### src/l3_config.svh
`ifndef L3_CONFIG_SVH
`define L3_CONFIG_SVH

//////////////////////////////////////////////////////////////////////
// Datapath widths
//////////////////////////////////////////////////////////////////////
`define L3_DATA_W      8         // Pixels and weights
`define L3_ACC_W       32        // Accumulators and scores

//////////////////////////////////////////////////////////////////////
// Layer geometry
//////////////////////////////////////////////////////////////////////
`define L3_NUM_CH      12        // Input channels per position
`define L3_NUM_MAP     2         // 1x1 filters
`define L3_NUM_POS     36        // 6x6 feature map
`define L3_NUM_CLASS   10
`define L3_RELU_MAX    127       // Upper clamp of ReLU

// Load stream holds 2x(12+1) conv words then 10x(2x36+1) class words
`define L3_CONV_WORDS  26
`define L3_CLASS_WORDS 73
`define L3_LOAD_WORDS  756

`endif
### src/l3_pkg.sv
`include "l3_config.svh"

package l3_pkg;

    typedef enum logic [2:0] {
        RESET_IDLE,                  // First cycle out of reset
        LOAD_WAIT,
        LOAD_ACK,
        PIX_WAIT,                    // Weights loaded, waiting for a position
        CONV,
        ACCUM,
        PIX_ACK
    } ctrl_state_e;

    typedef logic signed [`L3_DATA_W-1:0] data_t;
    typedef data_t [`L3_NUM_CH-1:0]       pix_vec_t;          // One position, all channels
    typedef logic [`L3_NUM_MAP-1:0][$clog2(`L3_RELU_MAX+1)-1:0] relu_vec_t;
    typedef logic signed [`L3_ACC_W-1:0]  acc_t;
    typedef acc_t [`L3_NUM_CLASS-1:0]     score_vec_t;

    typedef logic [$clog2(`L3_LOAD_WORDS)-1:0] load_addr_t;   // Load word index
    typedef logic [$clog2(`L3_NUM_POS)-1:0]    pos_t;         // Position index

endpackage

### src/l3_step_if.sv
`include "l3_config.svh"

// Strobes and indices from control to the datapath
interface l3_step_if;
    logic               load_wr;     // One word written from the load port
    l3_pkg::load_addr_t load_addr;
    l3_pkg::pos_t       pos;
    logic               frame_first; // Position 0 of a frame
    logic               conv_en;
    logic               acc_en;

    modport ctrl (output load_wr, load_addr, pos, frame_first, conv_en, acc_en);
    modport dp   (input  load_wr, load_addr, pos, frame_first, conv_en, acc_en);
endinterface

// Parameter set presented by the weight store
interface l3_wt_if;
    l3_pkg::data_t [`L3_NUM_MAP-1:0][`L3_NUM_CH-1:0]   conv_w;
    l3_pkg::data_t [`L3_NUM_MAP-1:0]                   conv_b;
    l3_pkg::data_t [`L3_NUM_CLASS-1:0][`L3_NUM_MAP-1:0] fc_w;   // Current position only
    l3_pkg::data_t [`L3_NUM_CLASS-1:0]                 fc_b;

    modport store (output conv_w, conv_b, fc_w, fc_b);
    modport user  (input  conv_w, conv_b, fc_w, fc_b);
endinterface

### src/l3_fc_accum.sv
`include "l3_config.svh"

module l3_fc_accum (
    input  logic               o_clk,
    input  logic               rst_n,
    input  l3_pkg::relu_vec_t  i_relu,
    l3_step_if.dp              step,
    l3_wt_if.user              wt,
    output l3_pkg::score_vec_t o_scores
);

    l3_pkg::score_vec_t score_d;

    // Next score per class
    always_comb begin
        for (int k = 0; k < `L3_NUM_CLASS; k++) begin
            if (step.frame_first) begin
                score_d[k] = l3_pkg::acc_t'($signed(wt.fc_b[k]));   // Bias preload
            end else begin
                score_d[k] = o_scores[k];
            end
            for (int m = 0; m < `L3_NUM_MAP; m++) begin
                score_d[k] = score_d[k]
                           + l3_pkg::acc_t'(i_relu[m])            // ReLU output is unsigned
                           * l3_pkg::acc_t'($signed(wt.fc_w[k][m]));
            end
        end
    end

    always_ff @(posedge o_clk or negedge rst_n) begin
        if (!rst_n) begin
            o_scores <= '0;
        end else if (step.acc_en) begin
            o_scores <= score_d;
        end
    end

endmodule

### src/flat_wrapper.sv
// flat-port wrapper written by rule: the top's interface ports become plain ports
module l3_fc_accum_flat 
  (o_clk, rst_n, i_relu, o_scores, step_load_wr, step_load_addr, step_pos, step_frame_first, step_conv_en, step_acc_en, wt_conv_w, wt_conv_b, wt_fc_w, wt_fc_b);
  l3_step_if step_i ();
  l3_wt_if wt_i ();
  input  logic o_clk;
  input  logic rst_n;
  input  l3_pkg::relu_vec_t i_relu;
  output l3_pkg::score_vec_t o_scores;
  input wire logic [$bits(step_i.load_wr)-1:0] step_load_wr;
  input wire logic [$bits(step_i.load_addr)-1:0] step_load_addr;
  input wire logic [$bits(step_i.pos)-1:0] step_pos;
  input wire logic [$bits(step_i.frame_first)-1:0] step_frame_first;
  input wire logic [$bits(step_i.conv_en)-1:0] step_conv_en;
  input wire logic [$bits(step_i.acc_en)-1:0] step_acc_en;
  input wire logic [$bits(wt_i.conv_w)-1:0] wt_conv_w;
  input wire logic [$bits(wt_i.conv_b)-1:0] wt_conv_b;
  input wire logic [$bits(wt_i.fc_w)-1:0] wt_fc_w;
  input wire logic [$bits(wt_i.fc_b)-1:0] wt_fc_b;
  assign step_i.load_wr = step_load_wr;
  assign step_i.load_addr = step_load_addr;
  assign step_i.pos = step_pos;
  assign step_i.frame_first = step_frame_first;
  assign step_i.conv_en = step_conv_en;
  assign step_i.acc_en = step_acc_en;
  assign wt_i.conv_w = wt_conv_w;
  assign wt_i.conv_b = wt_conv_b;
  assign wt_i.fc_w = wt_fc_w;
  assign wt_i.fc_b = wt_fc_b;
  l3_fc_accum u_core (.o_clk(o_clk), .rst_n(rst_n), .i_relu(i_relu), .step(step_i), .wt(wt_i), .o_scores(o_scores));
endmodule
### config.mk
export PLATFORM = sky130hd
export DESIGN_NAME = l3_fc_accum_flat
export DESIGN_NICKNAME = d
export VERILOG_FILES = /design/src/l3_pkg.sv /design/src/l3_step_if.sv /design/src/l3_fc_accum.sv /design/src/flat_wrapper.sv
export VERILOG_INCLUDE_DIRS = /design/src
export SDC_FILE = /design/constraint.sdc
export NUM_CORES = 2
export LEC_CHECK = 0
export BUFFER_PORTS_ARGS = -buffer_cell sky130_fd_sc_hd__buf_2
export CORE_UTILIZATION = 57
export DETAILED_ROUTE_END_ITERATION = 10
export GPL_ROUTABILITY_DRIVEN = 0
export PLACE_DENSITY_LB_ADDON = 0.15
export REMOVE_ABC_BUFFERS = 1
export SYNTH_ARGS = -nofsm -noshare
export SYNTH_HDL_FRONTEND = slang
export SYNTH_SLANG_ARGS = --single-unit
### constraint.sdc
create_clock -name o_clk -period 4.2 [get_ports o_clk]
set_clock_uncertainty 0.15 [all_clocks]
set_input_delay 0.21 -clock o_clk [delete_from_list [all_inputs] [get_ports o_clk]]
set_output_delay 0.21 -clock o_clk [all_outputs]
set_load 0.01 [all_outputs]
==> run metrics <==
outcome=complete, but fails checks; failing checks=hold timing, setup timing; flops & latches, synth=320; Rel. slew slack=a little over a third; initial core utilization=between 50% and 60%; area grow syn2layout=40.13%; crit path DAT=7.55 ns; final wirelength=approximately 270000 um; nets=about 14000; vias per inst=about 5.6; Post-Synthesis Cell Area=about 0.077 mm2; Critical Path RT=~4.6 ns; largest net degree at the start of global routing=roughly 130; grt ovf=0; hold_ws=-0.008450 ns; Cell variety after synth=85; post-layout instance area=~0.11 mm2; largest family of logic cells by synthesized area=adder cells; Crit. End Element=register; worst-path fanout max=7; post-synthesis sequential area ratio=a little over a tenth; Slew Limit Fails=0; I/O pin count=between 800 and 900; Tmin final=between 7 and 8 ns; IO buf count=just under 600; slowest stage cell, crit path=fa_1; total CTS buffers=48; min setup slack post-route=-2.934 ns; worst min path class=input pin to async pin; post-route DRC violation count=0; DRT Pass-1 Iters=6; Clock Path Buffers=3; Core Area=between 0.1 and 0.15 mm2; max reg flops=320; CTS sink count=320; filler cell count=roughly 8100; initial antenna violation count=79; simple-gate share of the synthesized area=approximately 14%; vias in the first global route=between 70000 and 80000; worst slew pin tran=between 0.9 and 1 ns; Setup-failing EPs final=between 200 and 300; compound-gate portion of the synthesized area=about 12%; Final Cycle Share=169.9%; post-DP HPWL=~190000 um; first-pass GRT wire length=a little under 400000 um; Yosys Warn Count=0; Mapped Cells=8716; Crit path top cell by count=inv_2; Avg Cell Area, Syn=about 9 um2; crit start category=input pin; mux share of post-synthesis cell area=under 10%; Peak Freq=140.2 MHz; CP Class=input pin to register; predominant post-synthesis flop cell=dfrtp_1; Synth Area in XOR/XNOR=roughly 5.4%; Largest Register=u_core.o_scores; Total GRT Usage=a little over a third; H-tree lvl count=2; DR WL/cell=20.58 um; Synth Area in Adders=between 40% and 50%; die area=0.1359 mm2; CTS tree=yes; post-synthesis async set-or-reset flop share=100.0%; Area after DPL=0.09449 mm2; Worst-path clk slew=0.06 ns; Final ANT Viol Nets=0; 1st-iter DRT viols=4800; Die W=approximately 370 um; clk root buf=clkbuf_16; Clk Latency, worst-skew pair=about 0.70 ns; EDFF count, synth=0; slowest stage delay, CP=slightly below 0.5 ns; DIE HEIGHT=368.7 um; # rows=~130; Final Hold Vio Count=2; Regs by FF count=u_core.o_scores (320); vias=73270; max-cap viol count=0; unrepaired setup endpoints after global routing=true; share of cells above drive strength 1=between 30 and 40%
==> Yosys cell counts (103+ instances only) <==
cell	instances	share of area, %
fa_1	924	24
and2_1	763	6.2
xnor2_1	275	3.1
ha_1	1185	19
inv_1	1731	8.5
o21ai_0	176	1.1
dfrtp_1	320	10
xor2_1	195	2.2
nor2b_1	165	1.3
nor2_1	238	1.2
a21oi_1	588	3.8
clkbuf_1	254	1.2
nand2_1	442	2.2
a21o_1	226	2.2
nand2b_1	107	0.87
o21bai_1	103	1.0
mux2_2	280	4.1
==> routing by layer <==
layer  global-route usage, %  vias up  routed length (um)
li1                        -    33110                   -
met1                   43.68    36040               99360
met2                   61.65     3014              126300
met3                   7.136     1066               22450
met4                   19.13       46               19650
met5                       0        -                 310
==> cell families after synthesis <==
logic type      Yosys count
mux                     293
buf+inv                2003
flops                   320
fa+ha+maj              2109
simple gates           2014
compound gates         1506
xor+xnor                471
==> repair_timing <==
item	4_1_cts	5_1_grt
gates resized for setup	721	868
pin swaps	387	630
cloned	26	10
endpoints found under the setup margin	269	270
setup buffers	173	173
endpoints found under the hold margin	164	0
hold buffers	21	0
==> cells in the final DEF (no fill, tap or decap), types with 66 or more instances in the layout <==
cell	n
a21o_1	226
a21oi_1	399
a21oi_2	157
and2_1	707
buf_12	90
buf_2	560
buf_4	1796
buf_6	129
dfrtp_1	320
diode_2	66
fa_1	877
ha_1	957
ha_4	205
inv_1	1520
inv_2	206
mux2_2	254
nand2_1	397
nand2b_1	97
nor2_1	222
nor2b_1	155
o21a_1	75
o21ai_0	103
o21bai_1	86
xnor2_1	244
xor2_1	175
==> critical path, delay by kind of cell <==
kind | cells | cell delay, ns
buffers and inverters | 10 | 1.16
AOI/OAI and AO/OA | 17 | 3.33
adders and majority gates | 7 | 2.39
and+or+nand+nor | 3 | 0.30
xor gates and xnor gates | 1 | 0.11
==> metrics by stage <==
stage / setup WS (ns) / setup TNS (ns) / util, % / std cells
after floorplan: -4.299 / -627.10 / - / 8446
after global placement: -3.780 / -727.39 / 70.80 / 12500
after detailed placement: -4.042 / -758.51 / 70.80 / 12500
after CTS: -2.615 / -480.75 / 76.44 / 12810
after global routing: -3.241 / -577.17 / 80.40 / 12990
final: -2.934 / -522.07 / 80.47 / 13030
==> path summary, 6_finish.rpt <==
| path | start | endpoint | slack (ns) | cells past startpoint |
|---|---|---|---|---|
| min reg2reg | u_core.o_scores[69]$_DFFE_PN0P_ | u_core.o_scores[69]$_DFFE_PN0P_ | 0.35 | 1 |
| max in group asynchronous | rst_n | u_core.o_scores[244]$_DFFE_PN0P_ | 2.79 | 3 |
| max | i_relu[1] | u_core.o_scores[189]$_DFFE_PN0P_ | -2.93 | 38 |
| max reg2reg | u_core.o_scores[193]$_DFFE_PN0P_ | u_core.o_scores[221]$_DFFE_PN0P_ | -0.43 | 18 |
| min in group o_clk | i_relu[0] | u_core.o_scores[0]$_DFFE_PN0P_ | 0.03 | 4 |
| min | rst_n | u_core.o_scores[90]$_DFFE_PN0P_ | -0.008 | 2 |
==> layout make-up <==
cell class / instances / area (um2) / area share (%)
Tap cell: 1768 / 2212 / 2.060
Antenna cell: 66 / 165.2 / 0.1538
Clock buffer: 70 / 1434 / 1.335
Multi-Input combinational cell: 6394 / 67620 / 62.97
Inverter: 1733 / 6530 / 6.081
Timing Repair Buffer: 2658 / 21250 / 19.79
Sequential cell: 320 / 8008 / 7.456
Clock inverter: 17 / 163.9 / 0.1526
Power is left out: the tool's default activity adds up to more than one toggle a clock period on the data nets, which glitch-free logic cannot reach.
