--- src/l3_config.svh ---
`ifndef L3_CONFIG_SVH
`define L3_CONFIG_SVH

//////////////////////////////////////////////////////////////////////
// Datapath widths
//////////////////////////////////////////////////////////////////////
`define L3_DATA_W      8         // Pixels and weights
`define L3_ACC_W       32        // Accumulators and scores

//////////////////////////////////////////////////////////////////////
// Layer geometry
//////////////////////////////////////////////////////////////////////
`define L3_NUM_CH      12        // Input channels per position
`define L3_NUM_MAP     2         // 1x1 filters
`define L3_NUM_POS     36        // 6x6 feature map
`define L3_NUM_CLASS   10
`define L3_RELU_MAX    127       // Upper clamp of ReLU

// Load stream holds 2x(12+1) conv words then 10x(2x36+1) class words
`define L3_CONV_WORDS  26
`define L3_CLASS_WORDS 73
`define L3_LOAD_WORDS  756

`endif
--- src/l3_pkg.sv ---
`include "l3_config.svh"

package l3_pkg;

    typedef enum logic [2:0] {
        RESET_IDLE,                  // First cycle out of reset
        LOAD_WAIT,
        LOAD_ACK,
        PIX_WAIT,                    // Weights loaded, waiting for a position
        CONV,
        ACCUM,
        PIX_ACK
    } ctrl_state_e;

    typedef logic signed [`L3_DATA_W-1:0] data_t;
    typedef data_t [`L3_NUM_CH-1:0]       pix_vec_t;          // One position, all channels
    typedef logic [`L3_NUM_MAP-1:0][$clog2(`L3_RELU_MAX+1)-1:0] relu_vec_t;
    typedef logic signed [`L3_ACC_W-1:0]  acc_t;
    typedef acc_t [`L3_NUM_CLASS-1:0]     score_vec_t;

    typedef logic [$clog2(`L3_LOAD_WORDS)-1:0] load_addr_t;   // Load word index
    typedef logic [$clog2(`L3_NUM_POS)-1:0]    pos_t;         // Position index

endpackage

--- src/l3_step_if.sv ---
`include "l3_config.svh"

// Strobes and indices from control to the datapath
interface l3_step_if;
    logic               load_wr;     // One word written from the load port
    l3_pkg::load_addr_t load_addr;
    l3_pkg::pos_t       pos;
    logic               frame_first; // Position 0 of a frame
    logic               conv_en;
    logic               acc_en;

    modport ctrl (output load_wr, load_addr, pos, frame_first, conv_en, acc_en);
    modport dp   (input  load_wr, load_addr, pos, frame_first, conv_en, acc_en);
endinterface


--- src/l3_ctrl.sv ---
`include "l3_config.svh"

module l3_ctrl (
    input  logic       o_clk,
    input  logic       rst_n,
    input  logic       i_load_req,
    input  logic       i_pix_req,
    output logic       o_load_ack,
    output logic       o_pix_ack,
    output logic       o_ready,
    output logic       o_valid,
    l3_step_if.ctrl    step
);

    l3_pkg::ctrl_state_e state;
    l3_pkg::load_addr_t  load_cnt;   // Word being loaded
    l3_pkg::pos_t        pos_cnt;    // Position being processed
    logic                load_wr_q;
    logic                load_last;
    logic                pos_last;

    assign load_last = (load_cnt == l3_pkg::load_addr_t'(`L3_LOAD_WORDS - 1));
    assign pos_last  = (pos_cnt == l3_pkg::pos_t'(`L3_NUM_POS - 1));

    //////////////////////////////////////////////////////////////////////
    // Handshake FSM
    //////////////////////////////////////////////////////////////////////
    always_ff @(posedge o_clk or negedge rst_n) begin
        if (!rst_n) begin
            state      <= l3_pkg::RESET_IDLE;
            load_cnt   <= '0;
            pos_cnt    <= '0;
            load_wr_q  <= 1'b0;
            o_load_ack <= 1'b0;
            o_pix_ack  <= 1'b0;
            o_ready    <= 1'b0;
            o_valid    <= 1'b0;
        end else begin
            load_wr_q <= 1'b0;                      // Single cycle write strobe
            case (state)
                l3_pkg::RESET_IDLE: begin
                    state <= l3_pkg::LOAD_WAIT;
                end
                l3_pkg::LOAD_WAIT: begin
                    if (i_load_req) begin
                        load_wr_q  <= 1'b1;
                        o_load_ack <= 1'b1;
                        state      <= l3_pkg::LOAD_ACK;
                    end
                end
                l3_pkg::LOAD_ACK: begin
                    if (!i_load_req) begin
                        o_load_ack <= 1'b0;
                        if (load_last) begin
                            o_ready <= 1'b1;        // Held until reset
                            state   <= l3_pkg::PIX_WAIT;
                        end else begin
                            load_cnt <= load_cnt + 1'b1;
                            state    <= l3_pkg::LOAD_WAIT;
                        end
                    end
                end
                l3_pkg::PIX_WAIT: begin
                    if (i_pix_req) begin
                        if (pos_cnt == '0) begin
                            o_valid <= 1'b0;        // New frame drops old scores
                        end
                        state <= l3_pkg::CONV;
                    end
                end
                l3_pkg::CONV: begin
                    state <= l3_pkg::ACCUM;
                end
                l3_pkg::ACCUM: begin
                    o_pix_ack <= 1'b1;
                    if (pos_last) begin
                        o_valid <= 1'b1;            // Scores complete with last ack
                    end
                    state <= l3_pkg::PIX_ACK;
                end
                l3_pkg::PIX_ACK: begin
                    if (!i_pix_req) begin
                        o_pix_ack <= 1'b0;
                        pos_cnt   <= pos_last ? '0 : pos_cnt + 1'b1;
                        state     <= l3_pkg::PIX_WAIT;
                    end
                end
                default: begin
                    state <= l3_pkg::RESET_IDLE;
                end
            endcase
        end
    end

    assign step.load_wr     = load_wr_q;
    assign step.load_addr   = load_cnt;
    assign step.pos         = pos_cnt;
    assign step.frame_first = (pos_cnt == '0);
    assign step.conv_en     = (state == l3_pkg::CONV);
    assign step.acc_en      = (state == l3_pkg::ACCUM);

endmodule

--- src/flat_wrapper.sv ---
// flat-port wrapper written by rule: the top's interface ports become plain ports
module l3_ctrl_flat 
  (o_clk, rst_n, i_load_req, i_pix_req, o_load_ack, o_pix_ack, o_ready, o_valid, step_load_wr, step_load_addr, step_pos, step_frame_first, step_conv_en, step_acc_en);
  l3_step_if step_i ();
  input  logic o_clk;
  input  logic rst_n;
  input  logic i_load_req;
  input  logic i_pix_req;
  output logic o_load_ack;
  output logic o_pix_ack;
  output logic o_ready;
  output logic o_valid;
  output wire logic [$bits(step_i.load_wr)-1:0] step_load_wr;
  output wire logic [$bits(step_i.load_addr)-1:0] step_load_addr;
  output wire logic [$bits(step_i.pos)-1:0] step_pos;
  output wire logic [$bits(step_i.frame_first)-1:0] step_frame_first;
  output wire logic [$bits(step_i.conv_en)-1:0] step_conv_en;
  output wire logic [$bits(step_i.acc_en)-1:0] step_acc_en;
  assign step_load_wr = step_i.load_wr;
  assign step_load_addr = step_i.load_addr;
  assign step_pos = step_i.pos;
  assign step_frame_first = step_i.frame_first;
  assign step_conv_en = step_i.conv_en;
  assign step_acc_en = step_i.acc_en;
  l3_ctrl u_core (.o_clk(o_clk), .rst_n(rst_n), .i_load_req(i_load_req), .i_pix_req(i_pix_req), .o_load_ack(o_load_ack), .o_pix_ack(o_pix_ack), .o_ready(o_ready), .o_valid(o_valid), .step(step_i));
endmodule
--- config.mk ---
export PLATFORM = sky130hd
export DESIGN_NAME = l3_ctrl_flat
export DESIGN_NICKNAME = d
export VERILOG_FILES = /design/src/l3_pkg.sv /design/src/l3_step_if.sv /design/src/l3_ctrl.sv /design/src/flat_wrapper.sv
export VERILOG_INCLUDE_DIRS = /design/src
export SDC_FILE = /design/constraint.sdc
export NUM_CORES = 1
export LEC_CHECK = 0
export ABC_AREA = 1
export BUFFER_PORTS_ARGS = -buffer_cell sky130_fd_sc_hd__buf_2
export CAP_MARGIN = 40
export CORE_MARGIN = 5
export CORE_UTILIZATION = 50
export CTS_CLUSTER_SIZE = 10
export DETAILED_ROUTE_END_ITERATION = 6
export PLACE_DENSITY = 0.74
export SYNTH_ARGS = -nofsm -noshare
export SYNTH_HDL_FRONTEND = slang
export SYNTH_SLANG_ARGS = --single-unit
--- constraint.sdc ---
create_clock -name o_clk -period 1.7 [get_ports o_clk]
set_input_delay 0.085 -clock o_clk [delete_from_list [all_inputs] [get_ports o_clk]]
set_output_delay 0.085 -clock o_clk [all_outputs]
set_load 0.03 [all_outputs]
==> results of run 1 <==
==> worst max-delay path, stage by stage, from the launching register on <==
cell and delay (ps):
dfrtp_1 440, inv_1 110, ha_1 170, nand4_1 110
inv_1 80, buf_2 190
==> cell type report <==
type                            count  area share
Clock buffer                        4      0.0224
Inverter                           24      0.0557
Multi-Input combinational cell    146       0.426
Sequential cell                    24       0.372
Tap cell                           31      0.0240
Timing Repair Buffer               30      0.0991
==> cell usage in the layout (no fill, tap or decap), drive strengths merged <==
cell type	count
nor2	23
dlygate4sd3	1
nand4	4
o21ai	14
xor2	6
dfrtp	24
nand3	15
ha	3
o21bai	1
xnor2	1
inv	24
a21oi	1
nand2	78
buf	29
clkbuf	4
==> synthesized netlist by cell type <==
cell type / count / area [um2]
nand2_1: 77 / 289
inv_2: 3 / 11.3
xnor2_1: 1 / 8.76
inv_1: 21 / 78.8
o21bai_1: 1 / 7.51
xor2_1: 6 / 52.6
nand3_1: 14 / 70.1
nand4_1: 4 / 25.0
o21ai_1: 2 / 10.0
o21ai_0: 12 / 60.1
a21oi_2: 1 / 8.76
nor2_2: 4 / 25.0
nor2_4: 1 / 11.3
nand3_2: 1 / 10.0
buf_6: 1 / 11.3
nand2_2: 1 / 6.26
ha_1: 3 / 37.5
nor2_1: 18 / 67.6
dfrtp_1: 24 / 601
==> logic make-up after synthesis <==
logic type,after synthesis,share of synthesized area
AND/OR/NAND/NOR,120,0.362
buffers and inverters,25,0.0728
flip-flops,24,0.432
AO/OA/AOI/OAI,16,0.0621
XOR/XNOR,7,0.0441
adder cells (fa/ha/maj),3,0.0270
==> power groups by stage <==
stage | Sequential (uW) | Clock [uW] | Combinational (uW)
after floorplan | 1270 | 0 | 643
after global placement | 1000 | 0 | 1260
after detailed placement | 1010 | 0 | 1270
after CTS | 994 | 313 | 1270
after global routing | 1040 | 330 | 1430
final | 996 | 294 | 1260
==> per-layer routing <==
metal | up-vias | GRT usage | wire length, um
met5 | - | 0 | 0
met4 | 0 | 0.0318 | 23
met3 | 4 | 0.0324 | 124
met2 | 24 | 0.249 | 1290
met1 | 560 | 0.199 | 1340
li1 | 677 | - | -
==> per-stage QoR <==
stage | std cells | hold slack [ps]
detailed placement | 254 | 104
global route | 259 | 57.4
floorplan | 195 | -211
CTS | 259 | 36.0
finish | 259 | 54.8
global placement | 254 | 100
==> flip-flops by register name, summed over array words and instances (netlist names) <==
signal                 flops
u_core.o_load_ack          1
u_core.o_pix_ack           1
u_core.o_ready             1
u_core.o_valid             1
u_core.state               3
u_core.step.load_addr     10
u_core.step.load_wr        1
u_core.step.pos            6
==> what timing repair did <==
action / CTS / global route
resized for setup: 0 / 1
setup endpoints to repair: 0 / 3
hold buffers: 1 / 0
endpoints found under the hold margin: 24 / 0
==> worst max-delay path by stage <==
stage	slack, ps	start	depth (start not counted)	end
floorplan	150	u_core.step.load_addr[0]	7	u_core.step.load_addr[8]
global placement	280	u_core.step.load_addr[0]	6	u_core.step.load_addr[0]
detailed placement	220	u_core.step.load_addr[0]	6	u_core.step.load_addr[0]
CTS	180	u_core.step.load_addr[0]	6	u_core.step.load_addr[0]
global route	50	u_core.step.load_addr[1]	7	u_core.step.load_addr[9]
finish	220	u_core.step.pos[0]	5	step_frame_first
==> metrics.md, run 1 <==
| Metric | Value |
|---|---|
| Tmin final | approximately 1500 ps |
| Worst hold start | i_load_req |
| Setup tns final | 0 ps |
| Design area | 0.00162 mm2 |
| Switching part of the total | 0.497 |
| Hold Path Sink | u_core.step.load_wr |
| Antenna viol nets, final | 0 |
| Avg Inst Size Synth | a little over 7 um2 |
| Fin nets | 236 |
| Die width | ~63 um |
| Maxcap violations | 0 |
| I/O pins | 28 |
| Drt total wl | approximately 2800 um |
| Hold Crit Class | in -> reg |
| Layout area overhead | 16.2% |
| # setup viols final | 0 |
| Pins over their slew limit | 0 |
| Final hold violations | 0 |
| Place WS | roughly 220 ps |
| RR Startpoint | u_core.step.load_addr[0] |
| Wire length per cell | 10.7 um |
| First-pass GRT wire length | 4950 um |
| Die extent in y | 62.8 um |
| Cell count after synthesis | 195 |
| Switching power | around 1300 uW |
| Clock skew | about 6.5 ps |
| Internal power | 1280 uW |
| Worst-margin pin slew | about 530 ps |
| CTS buffer count | 3 |
| HPWL after detailed placement | 2180 um |
| Pwr/cell area | 1580 mW/mm2 |
| GPL Wtd Cong | around 0.86 |
| Root Driver | clkbuf_4 |
| Required time of the critical path | ~1600 ps |
| Initial DRT Pass Iterations | 4 |
| Sinks on Clock Net | 24 |
| Max VDD drop | just under 1 mV |
| Post-DP Area | around 0.0016 mm2 |
| Worst R2R Path Depth | 6 |
| Number of cells on the worst hold path | 3 |
| Post-CTS Setup Inserts | 0 |
| Number of vias per cell | slightly below 5 |
| Seq/Total Area, Yosys | 0.432 |
| Combinational share of power | 0.494 |
| Syn Nets | about 200 |
| Setup slack, reg-to-reg | about 220 ps |
| Diodes inserted | 0 |
| Final Cycle Share | 0.874 |
| Vias in the first global route | 1118 |
| GRT Resource Usage Total | 0.150 |
| Clk buf depth | 2 |
| Multi-input gate area | ~690 um2 |
| Layout cell share with drive strength beyond 1 | 0.197 |
| Kind of critical path | reg -> out |
| Max Freq | just under 700 MHz |
| Crit-path max FO | 5 |
| CTS tree | built |
| Total Power | approximately 2500 uW |
| Worst R2R End | u_core.step.load_addr[0] |
| Site Rows | 19 |
| RSZ-0062 raised after global routing | false |
| Sequential share of power | 0.391 |
| DRC Markers | 0 |
| Input/output buffers | 27 |
| Initial antenna violation count | 0 |
| H-tree levels | 1 |
| Clock transition at path regs | between 100 and 150 ps |
| Grt total ovfl | 0 |
| Final core occ | 0.596 |
| Largest net degree at the start of global routing | 25 |
| CP Launch Type | flop |
| Slew margin rel. | 0.647 |
| Clk network pwr share | 0.115 |
| CP endpoint kind | output pin |
| Sequential cell area | ~600 um2 |
| Leak | between 0.0008 and 0.0009 uW |
| Fillers | roughly 270 |
| Number of synthesized register bits | 24 |
| Status | completed |
| CP arrival | around 1400 ps |
| Die footprint | approximately 0.0039 mm2 |
| YS warnings | 0 |
| Synth unique cells | 19 |
| Core Box Area | 0.00271 mm2 |
| Mapped cell area | around 0.0014 mm2 |
| Skew-Pair Late Insertion Delay | roughly 300 ps |
| Initial Utilization | 0.513 |
| Final setup margin | between 200 and 250 ps |
| Detailed-route via count | about 1300 |
| First DRT Iteration DRCs | between 90 and 100 |
Note: power is estimated with default switching activity, not from simulation.
==> run 2: changes to the inputs <==
Settings changed: ABC_AREA 1 to 0, PLACE_DENSITY 0.74 to 0.75.
==> run 2 against run 1 <==
Combinational power down 19%; die area fell by 14%; sequential share of layout area grew 5.8 points; design area is 14% lower; first-iteration DRC count shrank 82%; global-route usage increased by 0.62 points; clock skew rose by 2.6 ps; sequential cell count unchanged; cell count fell by 35%; count of clock-buffer cells in the layout unchanged; utilization is 3.4 points higher; largest power group unchanged.
==> metrics.md, run 2 <==
| Metric | Value |
|---|---|
| Post-synth EDFFs | 0 (unchanged) |
| Pwr/cell area | 1570 mW/mm2 (-0.11%) |
| Antenna viol nets, final | 0 (unchanged) |
| Most used DFF post-synth | dfrtp_1 |
| Maxcap violations | 0 (unchanged) |
| Total Power | 2200 uW (-14%) |
| Crit-path max FO | 6 (+1) |
| Internal power | 1230 uW (-3.9%) |
| Drt total wl | 2360 um (-15%) |
| Final core occ | 0.631 (+0.0342) |
| Max Freq | 648 MHz (-3.8%) |
| Sequential cell area | 601 um2 (-0.21%) |
| RSZ-0062 raised after global routing | false |
| Multi-input gate area | 537 um2 (-22%) |
| Pins over their slew limit | 0 (unchanged) |
| Die width | 58.2 um (-7.2%) |
| Slew margin rel. | 0.654 (+0.00737) |
| Worst R2R Path Depth | 4 (-2) |
| Initial DRT Pass Iterations | 3 (-1) |
| Layout cell share with drive strength beyond 1 | 0.284 (+0.0863) |
| Most common cell after layout, fill and taps aside | buf_2 |
| First DRT Iteration DRCs | 16 (-82%) |
| First-pass GRT wire length | 4060 um (-18%) |
| Input/output buffers | 27 (unchanged) |
| Worst-margin pin slew | 519 ps (-11.1 ps) |
| Status | completed |
| Vias in the first global route | 908 (-19%) |
| Sinks on Clock Net | 24 (unchanged) |
| Switching part of the total | 0.439 (-0.0577) |
| DRC Markers | 0 (unchanged) |
| WHS | 91.4 ps (+36.6 ps) |
| Tmin final | 1540 ps (+59.4 ps) |
| Hold Crit Class | in -> reg |
| Clk buf depth | 2 (unchanged) |
| Fin nets | 149 (-37%) |
| Required time of the critical path | 1910 ps (+290 ps) |
| Most frequent cell after synthesis | dfrtp_1 |
| Fillers | 199 (-27%) |
| Max reg flops | 10 (unchanged) |
| CTS buffer count | 3 (unchanged) |
| Detailed-route via count | 906 (-28%) |
| Sequential share of power | 0.402 (+0.011) |
| I/O pins | 28 (unchanged) |
| Clock skew | 9.10 ps (+2.65 ps) |
| CTS tree | built |
| Die footprint | 0.00339 mm2 (-14%) |
| Synth unique cells | 30 (+11) |
| Root Driver | clkbuf_4 |
| Cell count after synthesis | 109 (-44%) |
| Grt total ovfl | 0 (unchanged) |
| Core Box Area | 0.00221 mm2 (-18%) |
| Seq/Total Area, Yosys | 0.517 (+0.0850) |
| Critical path startpoint | u_core.state[2] |
| Area leader, netlist | dfrtp_1 |
| GPL Wtd Cong | 0.760 (-12%) |
| Commonest cells in the netlist | dfrtp_1 (24), nand2_1 (12), o21ai_0 (7), xnor2_1 (7), nor2_1 (6) |
| Final Cycle Share | 0.908 (+0.0349) |
| Final hold violations | 0 (unchanged) |
| Setup slack, reg-to-reg | 160 ps (-60 ps) |
| Setup tns final | 0 ps (unchanged) |
| Syn Nets | 116 (-43%) |
| Synth async-reset ratio | 1.00 (unchanged) |
| CP endpoint kind | flop |
| GRT Resource Usage Total | 0.156 (+0.00622) |
| Number of vias per cell | 5.36 (+9.8%) |
| Max VDD drop | 0.883 mV (-10%) |
| YS warnings | 0 (unchanged) |
| Site Rows | 17 (-2) |
| Clock transition at path regs | 130 ps (about the same) |
| Largest net degree at the start of global routing | 25 (unchanged) |
| Skew-Pair Late Insertion Delay | 320 ps (+20 ps) |
| Wire length per cell | 14.0 um (+31%) |
| Initial antenna violation count | 0 (unchanged) |
| CP arrival | 1750 ps (+350 ps) |
| CP Capture Point | u_core.step.load_addr[9] |
| Kind of critical path | reg -> reg |
| Yosys top cell area share | 0.517 (+0.0850) |
| # setup viols final | 0 (unchanged) |
| Clk network pwr share | 0.136 (+0.021) |
| Most frequent cells in the layout | buf_2 (27), dfrtp_1 (24), nand2_1 (12), o21ai_0 (7), xnor2_1 (7) |
| RR Startpoint | u_core.state[2] |
| H-tree levels | 1 (unchanged) |
| Initial Utilization | 0.525 (+0.0121) |
| Combinational share of power | 0.462 (-0.032) |
| Leak | 0.000723 uW (-17%) |
| Layout area overhead | 20.0% |
| Number of synthesized register bits | 24 (unchanged) |
| Diodes inserted | 0 (unchanged) |
| HPWL after detailed placement | 1700 um (-22%) |
| CP Launch Type | flop |
| Switching power | 964 uW (-24%) |
| Largest cells by area after synthesis | dfrtp_1 (52%), xnor2_1 (5.3%), nand2_1 (3.9%), ha_1 (3.2%), o21ai_0 (3.0%) |
| Die extent in y | 58.2 um (-7.2%) |
| Mapped cell area | 0.00116 mm2 (-16%) |
| Worst R2R End | u_core.step.load_addr[9] |
| Avg Inst Size Synth | 10.7 um2 (+49%) |
run 2: through the flow:
stage               instances  cell area [um2]  setup slack, ps
finish                    169             1400              156
global route              169             1400             60.6
CTS                       169             1390             65.9
detailed placement        164             1340              173
global placement          164             1340              213
floorplan                 109             1160              181
run 2: area by class of cell:
cell class | instances | area share
clock buffer | 4 | 0.0260
sequential | 24 | 0.430
tap | 28 | 0.0251
multi-input combinational | 77 | 0.385
inverter | 5 | 0.0135
timing repair buffer | 31 | 0.120
run 2: worst min path at each step:
stage | start | to | cells past startpoint
2_1_floorplan | rst_n | u_core.o_load_ack | 0
3_3_place_gp | rst_n | u_core.step.pos[4] | 1
3_5_place_dp | rst_n | u_core.step.pos[3] | 1
4_1_cts | i_load_req | u_core.step.load_wr | 2
5_1_grt | i_load_req | u_core.step.load_wr | 2
6_report | i_load_req | u_core.step.load_wr | 2
run 2: repair_timing:
action | in CTS | in global routing
resized for setup | 0 | 1
setup buffers | 0 | 0
hold buffers | 1 | 0
hold endpoints to repair | 24 | 0
endpoints found under the setup margin | 0 | 1
run 2: kinds of logic (layout without fill, tap and decap cells):
family,after synthesis,after routing,share of synthesized area
and+or+nand+nor,46,46,0.242
DFF,24,24,0.517
AOI/OAI and AO/OA,15,15,0.0796
muxes,3,3,0.0280
buffers and inverters,8,40,0.0258
xor gates and xnor gates,10,10,0.0754
adders and majority gates,3,3,0.0323
run 2: power by group through the flow:
stage / sequential, uW / combinational (uW) / clock, uW
final: 882 / 1020 / 300
after global routing: 904 / 1120 / 330
after CTS: 878 / 1010 / 307
after detailed placement: 890 / 1010 / 0
after global placement: 885 / 986 / 0
after floorplan: 1140 / 456 / 0
run 2: worst max-delay path, cell delays in order (launching register included):
cell and delay, ps:
dfrtp_1 430, nor4b_4 410, and4_1 320, nand4_1 130, xnor2_1 150
run 2: metal layers:
| metal | GRT usage | wire length (um) |
|---|---|---|
| met1 | 0.193 | 1090 |
| met3 | 0.0223 | 71 |
| met4 | 0.0894 | 58 |
| met2 | 0.258 | 1140 |
| met5 | 0 | 0 |
